--- src/design/mem_cfg_pkg.sv ---
package mem_cfg_pkg;

  // ################################################
  // Geometry
  // ################################################

  localparam int data_width = 16;
  localparam int num_vbnk   = 4;
  localparam int bit_vbnk   = $clog2(num_vbnk);
  localparam int num_vrow   = 16;
  localparam int bit_vrow   = $clog2(num_vrow);
  localparam int num_addr   = num_vbnk * num_vrow;
  localparam int bit_addr   = $clog2(num_addr);
  localparam int num_ports  = 2;

  // ################################################
  // Address and data types
  // ################################################

  typedef logic [data_width-1:0] data_t;
  typedef logic [bit_vbnk-1:0]   vbnk_t;  // Low address bits
  typedef logic [bit_vrow-1:0]   vrow_t;  // High address bits
  typedef logic [bit_addr-1:0]   addr_t;

endpackage
--- src/design/mem_access_pkg.sv ---
package mem_access_pkg;

  typedef enum logic [1:0] {
    route_idle  = 2'd0,
    route_bank  = 2'd1,
    route_cache = 2'd2
  } route_e;

  typedef enum logic {
    st_clear = 1'b0,
    st_run   = 1'b1
  } init_state_e;

  typedef struct packed {
    logic               read;
    logic               write;
    mem_cfg_pkg::addr_t addr;
    mem_cfg_pkg::data_t din;
  } port_req_t;

  typedef struct packed {
    logic               valid;
    mem_cfg_pkg::vbnk_t bank;  // Home bank of the word held in the cache row
  } map_entry_t;

  typedef struct packed {
    logic               en;
    mem_cfg_pkg::vrow_t row;
    map_entry_t         entry;
  } map_upd_t;

  // Row [0] addresses copy B and row [1] copy C, a write sets both the same
  typedef struct packed {
    logic                     read_b;
    logic                     read_c;
    logic                     write;
    mem_cfg_pkg::vrow_t [1:0] row;
    mem_cfg_pkg::data_t       din;
  } bank_cmd_t;

  typedef struct packed {
    route_e             src;
    mem_cfg_pkg::vbnk_t bank;
    mem_cfg_pkg::data_t cache_data;
  } rd_src_t;

endpackage

--- src/design/mp_mem_top.sv ---
`timescale 1ns/1ps

module mp_mem_top (
  input  logic                              clk,
  input  logic                              arst_n,
  input  mem_access_pkg::port_req_t         req0,
  input  mem_access_pkg::port_req_t         req1,
  output logic                              ready,
  output logic [mem_cfg_pkg::num_ports-1:0] rd_vld,
  output mem_cfg_pkg::data_t                rd_dout0,
  output mem_cfg_pkg::data_t                rd_dout1
);

  import mem_cfg_pkg::*;
  import mem_access_pkg::*;

  vrow_t      row0;
  vrow_t      row1;
  vrow_t      row_w;
  map_entry_t map_rd0;
  map_entry_t map_rd1;
  map_entry_t map_rd_w;
  map_upd_t   upd0;
  map_upd_t   upd1;
  data_t      cache_rd0;
  data_t      cache_rd1;
  data_t      cache_rd_w;
  logic       cache_we;
  vrow_t      cache_row;
  data_t      cache_din;
  bank_cmd_t  bank_cmd [num_vbnk];
  rd_src_t    rd_src0;
  rd_src_t    rd_src1;
  data_t      dout_b [num_vbnk];
  data_t      dout_c [num_vbnk];

  // ################################################
  // Control and lookup structures
  // ################################################

  row_map_table u_map (
    .clk, .arst_n, .row0, .row1, .row_w,
    .map_rd0, .map_rd1, .map_rd_w, .upd0, .upd1, .ready
  );

  spare_row_cache u_cache (
    .clk, .we(cache_we), .wr_row(cache_row), .din(cache_din),
    .row0, .row1, .row_w,
    .dout0(cache_rd0), .dout1(cache_rd1), .dout_w(cache_rd_w)
  );

  conflict_ctrl u_ctrl (
    .req0, .req1, .ready, .map_rd0, .map_rd1, .map_rd_w,
    .cache_rd_w, .cache_rd0, .cache_rd1, .row0, .row1, .row_w, .upd0, .upd1,
    .cache_we, .cache_row, .cache_din, .bank_cmd, .rd_src0, .rd_src1
  );

  // ################################################
  // Banks and read return
  // ################################################

  for (genvar b = 0; b < num_vbnk; b++) begin : g_bank
    dual_copy_bank u_bank (
      .clk,
      .cmd(bank_cmd[b]),
      .dout_b(dout_b[b]),
      .dout_c(dout_c[b])
    );
  end

  read_return u_ret (
    .clk, .arst_n, .rd_src0, .rd_src1, .dout_b, .dout_c,
    .rd_vld, .rd_dout0, .rd_dout1
  );

endmodule

--- src/design/read_return.sv ---
`timescale 1ns/1ps

module read_return (
  input  logic                                clk,
  input  logic                                arst_n,
  input  mem_access_pkg::rd_src_t             rd_src0,
  input  mem_access_pkg::rd_src_t             rd_src1,
  input  mem_cfg_pkg::data_t                  dout_b [mem_cfg_pkg::num_vbnk],
  input  mem_cfg_pkg::data_t                  dout_c [mem_cfg_pkg::num_vbnk],
  output logic [mem_cfg_pkg::num_ports-1:0]   rd_vld,
  output mem_cfg_pkg::data_t                  rd_dout0,
  output mem_cfg_pkg::data_t                  rd_dout1
);

  import mem_cfg_pkg::*;
  import mem_access_pkg::*;

  rd_src_t src_in  [num_ports];
  route_e  src_q   [num_ports];
  vbnk_t   bank_q  [num_ports];
  data_t   cache_q [num_ports];
  data_t   dout    [num_ports];

  assign src_in[0] = rd_src0;
  assign src_in[1] = rd_src1;

  always_ff @(posedge clk or negedge arst_n) begin
    if (!arst_n) begin
      for (int p = 0; p < num_ports; p++) begin
        src_q[p] <= route_idle;
      end
    end else begin
      for (int p = 0; p < num_ports; p++) begin
        src_q[p] <= src_in[p].src;
      end
    end
  end

  always_ff @(posedge clk) begin
    for (int p = 0; p < num_ports; p++) begin
      bank_q[p]  <= src_in[p].bank;
      cache_q[p] <= src_in[p].cache_data;  // Sampled before the cache write lands
    end
  end

  // Port 0 owns copy B, port 1 owns copy C
  always_comb begin
    for (int p = 0; p < num_ports; p++) begin
      if (src_q[p] == route_cache) begin
        dout[p] = cache_q[p];
      end else begin
        dout[p] = (p == 0) ? dout_b[bank_q[p]] : dout_c[bank_q[p]];
      end
      rd_vld[p] = (src_q[p] != route_idle);
    end
  end

  assign rd_dout0 = dout[0];
  assign rd_dout1 = dout[1];

endmodule

--- src/design/conflict_ctrl.sv ---
`timescale 1ns/1ps

module conflict_ctrl (
  input  mem_access_pkg::port_req_t  req0,
  input  mem_access_pkg::port_req_t  req1,
  input  logic                       ready,
  input  mem_access_pkg::map_entry_t map_rd0,
  input  mem_access_pkg::map_entry_t map_rd1,
  input  mem_access_pkg::map_entry_t map_rd_w,
  input  mem_cfg_pkg::data_t         cache_rd_w,
  input  mem_cfg_pkg::data_t         cache_rd0,
  input  mem_cfg_pkg::data_t         cache_rd1,
  output mem_cfg_pkg::vrow_t         row0,
  output mem_cfg_pkg::vrow_t         row1,
  output mem_cfg_pkg::vrow_t         row_w,
  output mem_access_pkg::map_upd_t   upd0,
  output mem_access_pkg::map_upd_t   upd1,
  output logic                       cache_we,
  output mem_cfg_pkg::vrow_t         cache_row,
  output mem_cfg_pkg::data_t         cache_din,
  output mem_access_pkg::bank_cmd_t  bank_cmd [mem_cfg_pkg::num_vbnk],
  output mem_access_pkg::rd_src_t    rd_src0,
  output mem_access_pkg::rd_src_t    rd_src1
);

  import mem_cfg_pkg::*;
  import mem_access_pkg::*;

  port_req_t            req      [num_ports];
  map_entry_t           map_rd   [num_ports];
  data_t                cache_rd [num_ports];
  rd_src_t              rd_src   [num_ports];
  vbnk_t                pbnk     [num_ports];
  vrow_t                prow     [num_ports];
  logic [num_ports-1:0] wr;
  logic [num_ports-1:0] rd;
  logic [num_ports-1:0] hit;
  logic [num_ports-1:0] div;
  logic [num_ports-1:0] bwr;
  logic [num_ports-1:0] inval;
  logic                 conflict;
  logic                 divert;
  logic                 evict;
  vbnk_t                div_bnk;

  assign req[0]      = req0;
  assign req[1]      = req1;
  assign map_rd[0]   = map_rd0;
  assign map_rd[1]   = map_rd1;
  assign cache_rd[0] = cache_rd0;
  assign cache_rd[1] = cache_rd1;

  // ################################################
  // Port decode and map lookup
  // ################################################

  always_comb begin
    for (int p = 0; p < num_ports; p++) begin
      pbnk[p] = req[p].addr[bit_vbnk-1:0];
      prow[p] = req[p].addr[bit_addr-1:bit_vbnk];
      wr[p]   = ready & req[p].write;
      rd[p]   = ready & req[p].read & ~req[p].write;
      hit[p]  = map_rd[p].valid & (map_rd[p].bank == pbnk[p]);  // Word lives in the cache
    end
  end

  // ################################################
  // Conflict, diversion and eviction
  // ################################################

  assign conflict = (wr[0] | rd[0]) & (wr[1] | rd[1]) & (pbnk[0] == pbnk[1]) & (|wr);
  assign div      = {conflict & wr[1], conflict & wr[0] & ~wr[1]};  // Port 1 yields on two writes
  assign divert   = |div;
  assign bwr      = wr & ~div;
  assign inval    = bwr & hit;

  assign row0    = prow[0];
  assign row1    = prow[1];
  assign row_w   = div[1] ? prow[1] : prow[0];
  assign div_bnk = div[1] ? pbnk[1] : pbnk[0];
  assign evict   = divert & map_rd_w.valid & (map_rd_w.bank != div_bnk);

  assign cache_we  = divert;
  assign cache_row = row_w;
  assign cache_din = div[1] ? req1.din : req0.din;

  always_comb begin
    upd0.en    = inval[0];
    upd0.row   = prow[0];
    upd0.entry = '0;
    if (divert) begin
      upd1.en          = 1'b1;
      upd1.row         = row_w;
      upd1.entry.valid = 1'b1;
      upd1.entry.bank  = div_bnk;
    end else begin
      upd1.en    = inval[1];
      upd1.row   = prow[1];
      upd1.entry = '0;
    end
  end

  // ################################################
  // Read sources and bank commands
  // ################################################

  always_comb begin
    for (int p = 0; p < num_ports; p++) begin
      rd_src[p].src        = !rd[p] ? route_idle : (hit[p] ? route_cache : route_bank);
      rd_src[p].bank       = pbnk[p];
      rd_src[p].cache_data = cache_rd[p];
    end
  end

  assign rd_src0 = rd_src[0];
  assign rd_src1 = rd_src[1];

  always_comb begin
    logic [2:0] wsrc;
    for (int b = 0; b < num_vbnk; b++) begin
      wsrc[0] = bwr[0] & (pbnk[0] == vbnk_t'(b));
      wsrc[1] = bwr[1] & (pbnk[1] == vbnk_t'(b));
      wsrc[2] = evict & (map_rd_w.bank == vbnk_t'(b));  // Victim goes home to an idle bank
      bank_cmd[b]        = '0;
      bank_cmd[b].read_b = rd[0] & ~hit[0] & (pbnk[0] == vbnk_t'(b));
      bank_cmd[b].read_c = rd[1] & ~hit[1] & (pbnk[1] == vbnk_t'(b));
      bank_cmd[b].row[0] = prow[0];
      bank_cmd[b].row[1] = prow[1];
      bank_cmd[b].write  = |wsrc;
      if (wsrc[0]) begin
        bank_cmd[b].row = {prow[0], prow[0]};
        bank_cmd[b].din = req0.din;
      end else if (wsrc[1]) begin
        bank_cmd[b].row = {prow[1], prow[1]};
        bank_cmd[b].din = req1.din;
      end else if (wsrc[2]) begin
        bank_cmd[b].row = {row_w, row_w};
        bank_cmd[b].din = cache_rd_w;
      end
      if (ready) begin
        a_one_write: assert ($onehot0(wsrc))
          else $error("bank %0d got more than one write", b);
      end
    end
  end

endmodule

--- src/design/spare_row_cache.sv ---
`timescale 1ns/1ps

module spare_row_cache (
  input  logic               clk,
  input  logic               we,
  input  mem_cfg_pkg::vrow_t wr_row,
  input  mem_cfg_pkg::data_t din,
  input  mem_cfg_pkg::vrow_t row0,
  input  mem_cfg_pkg::vrow_t row1,
  input  mem_cfg_pkg::vrow_t row_w,
  output mem_cfg_pkg::data_t dout0,
  output mem_cfg_pkg::data_t dout1,
  output mem_cfg_pkg::data_t dout_w
);

  import mem_cfg_pkg::*;

  data_t words [num_vrow];  // One spare word per row, any bank

  always_ff @(posedge clk) begin
    if (we) begin
      words[wr_row] <= din;
    end
  end

  // Reads see the contents from before this cycle's write
  assign dout0  = words[row0];
  assign dout1  = words[row1];
  assign dout_w = words[row_w];  // Victim word for an eviction

endmodule

--- src/design/dual_copy_bank.sv ---
`timescale 1ns/1ps

module dual_copy_bank (
  input  logic                      clk,
  input  mem_access_pkg::bank_cmd_t cmd,
  output mem_cfg_pkg::data_t        dout_b,
  output mem_cfg_pkg::data_t        dout_c
);

  import mem_cfg_pkg::*;

  data_t copy_b [num_vrow];
  data_t copy_c [num_vrow];

  // Copy B serves port 0 reads, copy C serves port 1 reads
  always_ff @(posedge clk) begin
    if (cmd.write) begin
      copy_b[cmd.row[0]] <= cmd.din;
      copy_c[cmd.row[1]] <= cmd.din;
    end
    if (cmd.read_b) begin
      dout_b <= copy_b[cmd.row[0]];
    end
    if (cmd.read_c) begin
      dout_c <= copy_c[cmd.row[1]];
    end
  end

  // A write occupies both copies, so no read may share the cycle
  a_write_excl: assert property (
    @(posedge clk) cmd.write |-> !(cmd.read_b || cmd.read_c)
  );

endmodule

--- src/design/row_map_table.sv ---
`timescale 1ns/1ps

module row_map_table (
  input  logic                       clk,
  input  logic                       arst_n,
  input  mem_cfg_pkg::vrow_t         row0,
  input  mem_cfg_pkg::vrow_t         row1,
  input  mem_cfg_pkg::vrow_t         row_w,
  output mem_access_pkg::map_entry_t map_rd0,
  output mem_access_pkg::map_entry_t map_rd1,
  output mem_access_pkg::map_entry_t map_rd_w,
  input  mem_access_pkg::map_upd_t   upd0,
  input  mem_access_pkg::map_upd_t   upd1,
  output logic                       ready
);

  import mem_cfg_pkg::*;
  import mem_access_pkg::*;

  map_entry_t  map [num_vrow];
  init_state_e state;
  vrow_t       clr_row;

  // ################################################
  // Initialization sweep
  // ################################################

  always_ff @(posedge clk or negedge arst_n) begin
    if (!arst_n) begin
      state   <= st_clear;
      clr_row <= '0;
    end else if (state == st_clear) begin
      clr_row <= clr_row + vrow_t'(1);
      if (clr_row == vrow_t'(num_vrow - 1)) begin
        state <= st_run;  // Last row cleared on this edge
      end
    end
  end

  assign ready = (state == st_run);

  // ################################################
  // Map storage
  // ################################################

  always_ff @(posedge clk) begin
    if (state == st_clear) begin
      map[clr_row] <= '0;
    end else begin
      if (upd0.en) begin
        map[upd0.row] <= upd0.entry;
      end
      if (upd1.en) begin
        map[upd1.row] <= upd1.entry;  // Diverted write owns the row on a tie
      end
    end
  end

  assign map_rd0  = map[row0];
  assign map_rd1  = map[row1];
  assign map_rd_w = map[row_w];

  // The controller must hold off until the sweep is done
  a_no_upd_in_clear: assert property (
    @(posedge clk) disable iff (!arst_n)
    (state == st_clear) |-> !(upd0.en || upd1.en)
  );

endmodule

--- config.mk ---
export PLATFORM = sky130hd
export DESIGN_NAME = mp_mem_top
export DESIGN_NICKNAME = d
export VERILOG_FILES = /design/src/design/mem_cfg_pkg.sv /design/src/design/mem_access_pkg.sv /design/src/design/mp_mem_top.sv /design/src/design/read_return.sv /design/src/design/conflict_ctrl.sv /design/src/design/spare_row_cache.sv /design/src/design/dual_copy_bank.sv /design/src/design/row_map_table.sv
export SDC_FILE = /design/constraint.sdc
export NUM_CORES = 2
export LEC_CHECK = 0
export BUFFER_PORTS_ARGS = -buffer_cell sky130_fd_sc_hd__buf_2
export CAP_MARGIN = 20
export CORE_MARGIN = 2
export CORE_UTILIZATION = 57
export DETAILED_ROUTE_END_ITERATION = 8
export HOLD_SLACK_MARGIN = 0.08
export PLACE_DENSITY = 0.81
export SLEW_MARGIN = 10
export SYNTH_ARGS = -nofsm -noshare
export SYNTH_HDL_FRONTEND = slang
export SYNTH_HIERARCHICAL = 1
export SYNTH_SLANG_ARGS = --single-unit
--- constraint.sdc ---
create_clock -name clk -period 6.6 [get_ports clk]
set_clock_uncertainty 0.2 [all_clocks]
set_input_delay 0.33 -clock clk [delete_from_list [all_inputs] [get_ports clk]]
set_output_delay 0.33 -clock clk [all_outputs]
set_load 0.1 [all_outputs]
## After elaboration in Yosys (flattened, before gate mapping)

Memory sizes are Yosys's and may differ from the RTL's. A register that Yosys moved wholly into a read port is not among the register bits.
Cells that the tools add are included.

- Output and inout port bits: 35
- Input port bits: 50
- Word-level logic and storage cells: 147
- Bits in registers: 9
- RAM bits: 2388
- Memories: 12

Memories:

| name | words | width | rd ports | clocked after Yosys merged registers in | write ports | line | source |
|---|---|---|---|---|---|---|---|
| g_bank[0].u_bank.copy_b | 16 | 16 | 1 | 1 | 1 | dual_copy_bank.sv:12 | `data_t copy_b [num_vrow];` |
| g_bank[0].u_bank.copy_c | 16 | 16 | 1 | 1 | 1 | dual_copy_bank.sv:13 | `data_t copy_c [num_vrow];` |
| g_bank[1].u_bank.copy_b | 16 | 16 | 1 | 1 | 1 | dual_copy_bank.sv:12 |  |
| g_bank[1].u_bank.copy_c | 16 | 16 | 1 | 1 | 1 | dual_copy_bank.sv:13 |  |
| g_bank[2].u_bank.copy_b | 16 | 16 | 1 | 1 | 1 | dual_copy_bank.sv:12 |  |
| g_bank[2].u_bank.copy_c | 16 | 16 | 1 | 1 | 1 | dual_copy_bank.sv:13 |  |
| 6 more memories | n/a | n/a | n/a | n/a | n/a | n/a |  |

- $lt $le $gt $ge: 2
- Multiplexer cells: 50
- Eq/ne operators: 16
- Add/subtract/negate cells: 1
- Bitwise logic cells: 50
- Reductions and logical operators: 12

Operator list:

| kind | count |
|---|---|
| 24-bit two-way mux | 12 |
| 16-bit two-way mux | 7 |
| 16-bit binary-select mux with 2-bit select | 2 |
| 1-bit AND | 38 |
| 1-bit two-way mux | 20 |
| 2-bit equality test, second input constant | 8 |
| 3-bit OR reduction | 5 |
| 2-bit two-way mux | 5 |
| 4-bit two-way mux | 2 |
| 8-bit two-way mux | 1 |
| 2-bit by 1-bit equality test with 1-bit output, second input constant | 3 |
| 2-bit equality test | 3 |
| 3-bit greater-or-equal comparator, second input constant | 2 |
| 2-bit zero test | 3 |
| 2-bit inverter with 3-bit output | 2 |
| 1-bit inverter | 5 |
| 4-bit by 1-bit adder with 4-bit output, second input constant | 1 |
| 2-bit AND | 2 |
| 4-bit equality test, second input constant | 1 |
| 2-bit nonzero test | 2 |
| 2-bit OR reduction | 2 |
| 3-bit two-way mux | 1 |
| 2-bit != test | 1 |
| 2-bit inverter | 1 |
| 1-bit bitwise OR | 2 |

## Depth between registers and ports, before layout

- Depth in word-level cells: 16
- Depth in mapped cells: 22
- Gate-level depth less buffers: 15

## Cells and area by module

The synthesis kept the hierarchy.

By module, submodules not included:

| module | area an instance (um2) | times used | cells an instance | sequential area each (um2) |
|---|---|---|---|---|
| dual_copy_bank | 20404.6 | 4 | 869 | 16335.7 |
| spare_row_cache | 13588.0 | 1 | 690 | 7687.4 |
| row_map_table | 3737.3 | 1 | 274 | 1566.5 |
| conflict_ctrl | 2786.4 | 1 | 411 | 0.0 |
| read_return | 2147.1 | 1 | 120 | 820.8 |

## Worst setup path after synthesis

Ideal clock, no wire load.

- Path kind: register to register
- From: reg u_map.state (netlist: u_map/ready)
- To: mem g_bank[3].u_bank/copy_c[0][0] (netlist name), enable pin
- Setup time: 0.409 ns
- Required time: 5.991 ns
- Stages on the path, launching flop included: 20
- Period minus slack after synthesis: 7.832 ns
- Arrival: 7.223 ns
- Slack: -1.232 ns
- Path buffers: 6
- Cells stage by stage: dfrtp_1 > buf_2 > o211ai_1 > nor2_1 > clkbuf_1 > mux2_2 > buf_4 > buf_2 > mux4_2 > a22oi_1 > nand3_1 > xor2_1 > o211ai_2 > nor3_4 > mux2i_1 > mux2_2 > buf_6 > buf_2 > or3b_2 > nor3_1

RTL lines:

| what | line | source |
|---|---|---|
| from (decl) | row_map_table.sv:21 | `init_state_e state;` |
| from (signal assigned) | row_map_table.sv:30 | `state <= st_clear;` |
| from (signal assigned) | row_map_table.sv:35 | `state <= st_run;` |
| to (decl) | dual_copy_bank.sv:13 |  |

==> run metrics <==
drt first pass iters 9; main combinational cell family by area after synthesis multiplexers; Min Hold Slack between 0.15 and 0.2 ns; simple-gate share of the synthesized area 0.0285; Yosys warning total 6; CTS clock-pin slew for the worst setup and hold paths approximately 0.070 ns; synth top area cells edfxtp_1, mux4_2, a22oi_1, mux2_2, mux4_1; # DRC 0; final instance area approximately 120000 um^2; Final period util 0.965; Final min period around 6.4 ns; most frequent cells in the layout edfxtp_1, mux4_2, a22oi_1; Fill cells around 11000; Placement Setup Slack -0.0858 ns; combinational group share of total power 0.085; routed vias ~57000; largest net degree at the start of global routing 90; CP Launch Type flop; Critical-path top delay cell mux4_2; Placer Congestion ~1; met3 WL post-DR just under 40 mm; ratio of cells with drive above 1 in the final layout 0.330; crit-path max FO 38; sequential share of power 0.518; Slew HR 0.267; final hold violation count 0; Inst Count DP between 7000 and 8000; Max VDD drop approximately 0.36 mV; Adder-Cell Fraction of Synth Area 0.000120; Final nets about 5400; Lkg Pwr around 38 nW; mux cell area share after synthesis 0.185; Cell Area, Synth approximately 100000 um^2; crit path capture type flop; clock sink count 2525; worst-margin pin slew 1.10 ns; post-synth top area share 0.717; Initial Utilization 0.574; worst path required time about 7.0 ns; Yosys cell types 67; worst skew pair latency 0.94 ns; CTS tree built; first-pass GRT wire length between 400 and 500 mm; H-tree lvl count 4; die height around 430 um; CP Class flop to flop; RSZ-0062 raised after global routing false; Main synth FF type edfxtp_1; Die Wd ~430 um; vias in the first global route about 56000; Placed Area 108000 um^2; Synth Area in Compound Gates 0.0366; Sw Share 0.234; grt ovf 0; initial antenna violation count 39; core area roughly 180000 um^2; top sig layer met5; final WL slightly below 300 mm; DR vias/cell between 7 and 8; Port Buffers 84; routed wl met2 ~140 mm; Post-synth EDFFs 2480; IO Count 85; Pint approximately 27 mW; Avg WL per Cell 36.3 um; Crit path arrival time slightly below 7 ns; CTS buffer count about 230; setup slack after layout around 0.23 ns; commonest non-fill, non-tap cell in the layout edfxtp_1; #FFs+latches synth roughly 2500; Cell Chain, Critical Path o211ai_1, nor2_4, mux2_4, mux4_2, a22oi_1, nand3_1, xor2_1, o211ai_2, nor2_1, a21oi_1, buf_4, mux2_4, buf_12, mux4_2, a22oi_1, nand2_1; Pwr per Cell Area approximately 300 nW/um^2; Hold Path Class primary input to flop; GRT Total Usage 0.310; asr flop ratio synth 0.00356; Max Freq approximately 0.16 GHz; Mapped Cells 4971; peak per-stage delay on the critical path approximately 0.55 ns; Final ANT Viol Nets 0; status complete, no violations; met1 wire length roughly 95 mm; Slew Limit Fails 0; Synth Area in XOR/XNOR 0.00124; setup violators final 0; sequential cell area fraction in the yosys report 0.726; clock tree root driver cell clkbuf_16; sw power 8.14 mW; leading area contributor after synthesis edfxtp_1; Clock power frac 0.397; maximum clock path buffer count 3; Layout area overhead 12.9%; Maximum Capacitance Violations 0; Post-Layout Cell Count roughly 8000; Die ar. roughly 190000 um^2; Avg Cell Area, Syn about 21 um^2; Initial DRC Count 10300; Final HPWL DP 169 mm; row cnt between 150 and 200; setup TNS 0 ns
[final cells by class]
type / count / area, um^2 / share of cell area
well taps: 2370 / 2970 / 0.0253
repair buffers: 513 / 4250 / 0.0362
clock inverters: 151 / 1770 / 0.0151
inverters: 20 / 75.1 / 0.000640
clock buffers: 282 / 6130 / 0.0522
multi-input cells: 2056 / 26600 / 0.227
flip-flops and latches: 2525 / 75400 / 0.643
diodes: 19 / 47.5 / 0.000405
[state kept, by name, summed over array words and instances (netlist names), 32 cells and up]
register / cells
g_bank.u_bank/dout_b: 64
g_bank.u_bank/copy_c: 1024
g_bank.u_bank/dout_c: 64
g_bank.u_bank/copy_b: 1024
u_map/map: 48
u_cache/words: 256
u_ret/cache_q: 32
[final timing paths]
path                       slack, ns                              end        startpoint  cells after the start
min                             0.16  g_bank[3].u_bank/copy_b[15][10]          req1[10]                      4
max reg2reg                     0.23      g_bank[1].u_bank/dout_b[14]       u_map/ready                     16
min in group asynchronous       0.44                 u_map/clr_row[2]            arst_n                      3
max in group asynchronous       5.29                      u_map/ready            arst_n                      3
max                             0.23      g_bank[1].u_bank/dout_b[14]       u_map/ready                     16
min reg2reg                     0.38                 u_map/clr_row[0]  u_map/clr_row[0]                      1
[synthesized netlist by cell type, types with 16 or more instances]
| cell | instances |
|---|---|
| nand3b_1 | 19 |
| buf_1 | 19 |
| mux4_1 | 47 |
| nor3_1 | 41 |
| nor2b_1 | 32 |
| buf_6 | 30 |
| clkbuf_1 | 159 |
| a22oi_2 | 28 |
| a222oi_1 | 16 |
| edfxtp_1 | 2480 |
| inv_1 | 20 |
| mux2_4 | 23 |
| nand2_1 | 238 |
| nand3_1 | 34 |
| mux2_2 | 114 |
| mux4_2 | 725 |
| nor2_1 | 179 |
| nand2b_1 | 29 |
| a21oi_1 | 36 |
| dfxtp_1 | 36 |
| buf_4 | 88 |
| buf_2 | 62 |
| a22oi_1 | 381 |
[logic make-up (layout without fill, tap and decap cells)]
family / count (synthesis) / after routing
other: 1 / 22
muxes: 912 / 912
adders and majority gates: 1 / 1
xor gates and xnor gates: 13 / 13
buffers and inverters: 392 / 966
DFF: 2525 / 2525
AOI/OAI and AO/OA: 497 / 497
and+or+nand+nor: 630 / 630
[worst max-delay path: cells and delay by family (launching register included)]
| family | cells | cell delay (ns) |
|---|---|---|
| muxes | 4 | 1.78 |
| AOI/OAI and AO/OA | 5 | 1.69 |
| and+or+nand+nor | 4 | 1.09 |
| buffers and inverters | 2 | 0.59 |
| DFF | 1 | 0.42 |
| xor gates and xnor gates | 1 | 0.26 |
[per-stage QoR]
| stage | power [mW] | utilization |
|---|---|---|
| finish | 34.7 | 0.648 |
| global placement | 21.0 | 0.599 |
| detailed placement | 21.1 | 0.600 |
| CTS | 34.7 | 0.646 |
| floorplan | 20.2 | - |
| global route | 35.5 | 0.648 |
[layer usage]
metal,up-vias,global-route usage
li1,21700,-
met1,29100,0.410
met2,5199,0.480
met3,971,0.0824
met4,22,0.160
met5,-,0
[repair_timing]
item | 4_1_cts | 5_1_grt
gates resized for setup | 0 | 3
hold buffers | 59 | 0
endpoints found under the setup margin | 0 | 76
setup buffers | 0 | 0
hold endpoints to repair | 1211 | 0
[power by group through the flow]
| stage | logic [mW] | registers, mW | clock network, mW |
|---|---|---|---|
| finish | 2.95 | 18.0 | 13.8 |
| global route | 3.04 | 18.0 | 14.5 |
| CTS | 2.85 | 18.0 | 13.9 |
| detailed placement | 2.76 | 18.3 | 0 |
| global placement | 2.68 | 18.3 | 0 |
| floorplan | 1.90 | 18.3 | 0 |
(Power assumes the default switching activity.)
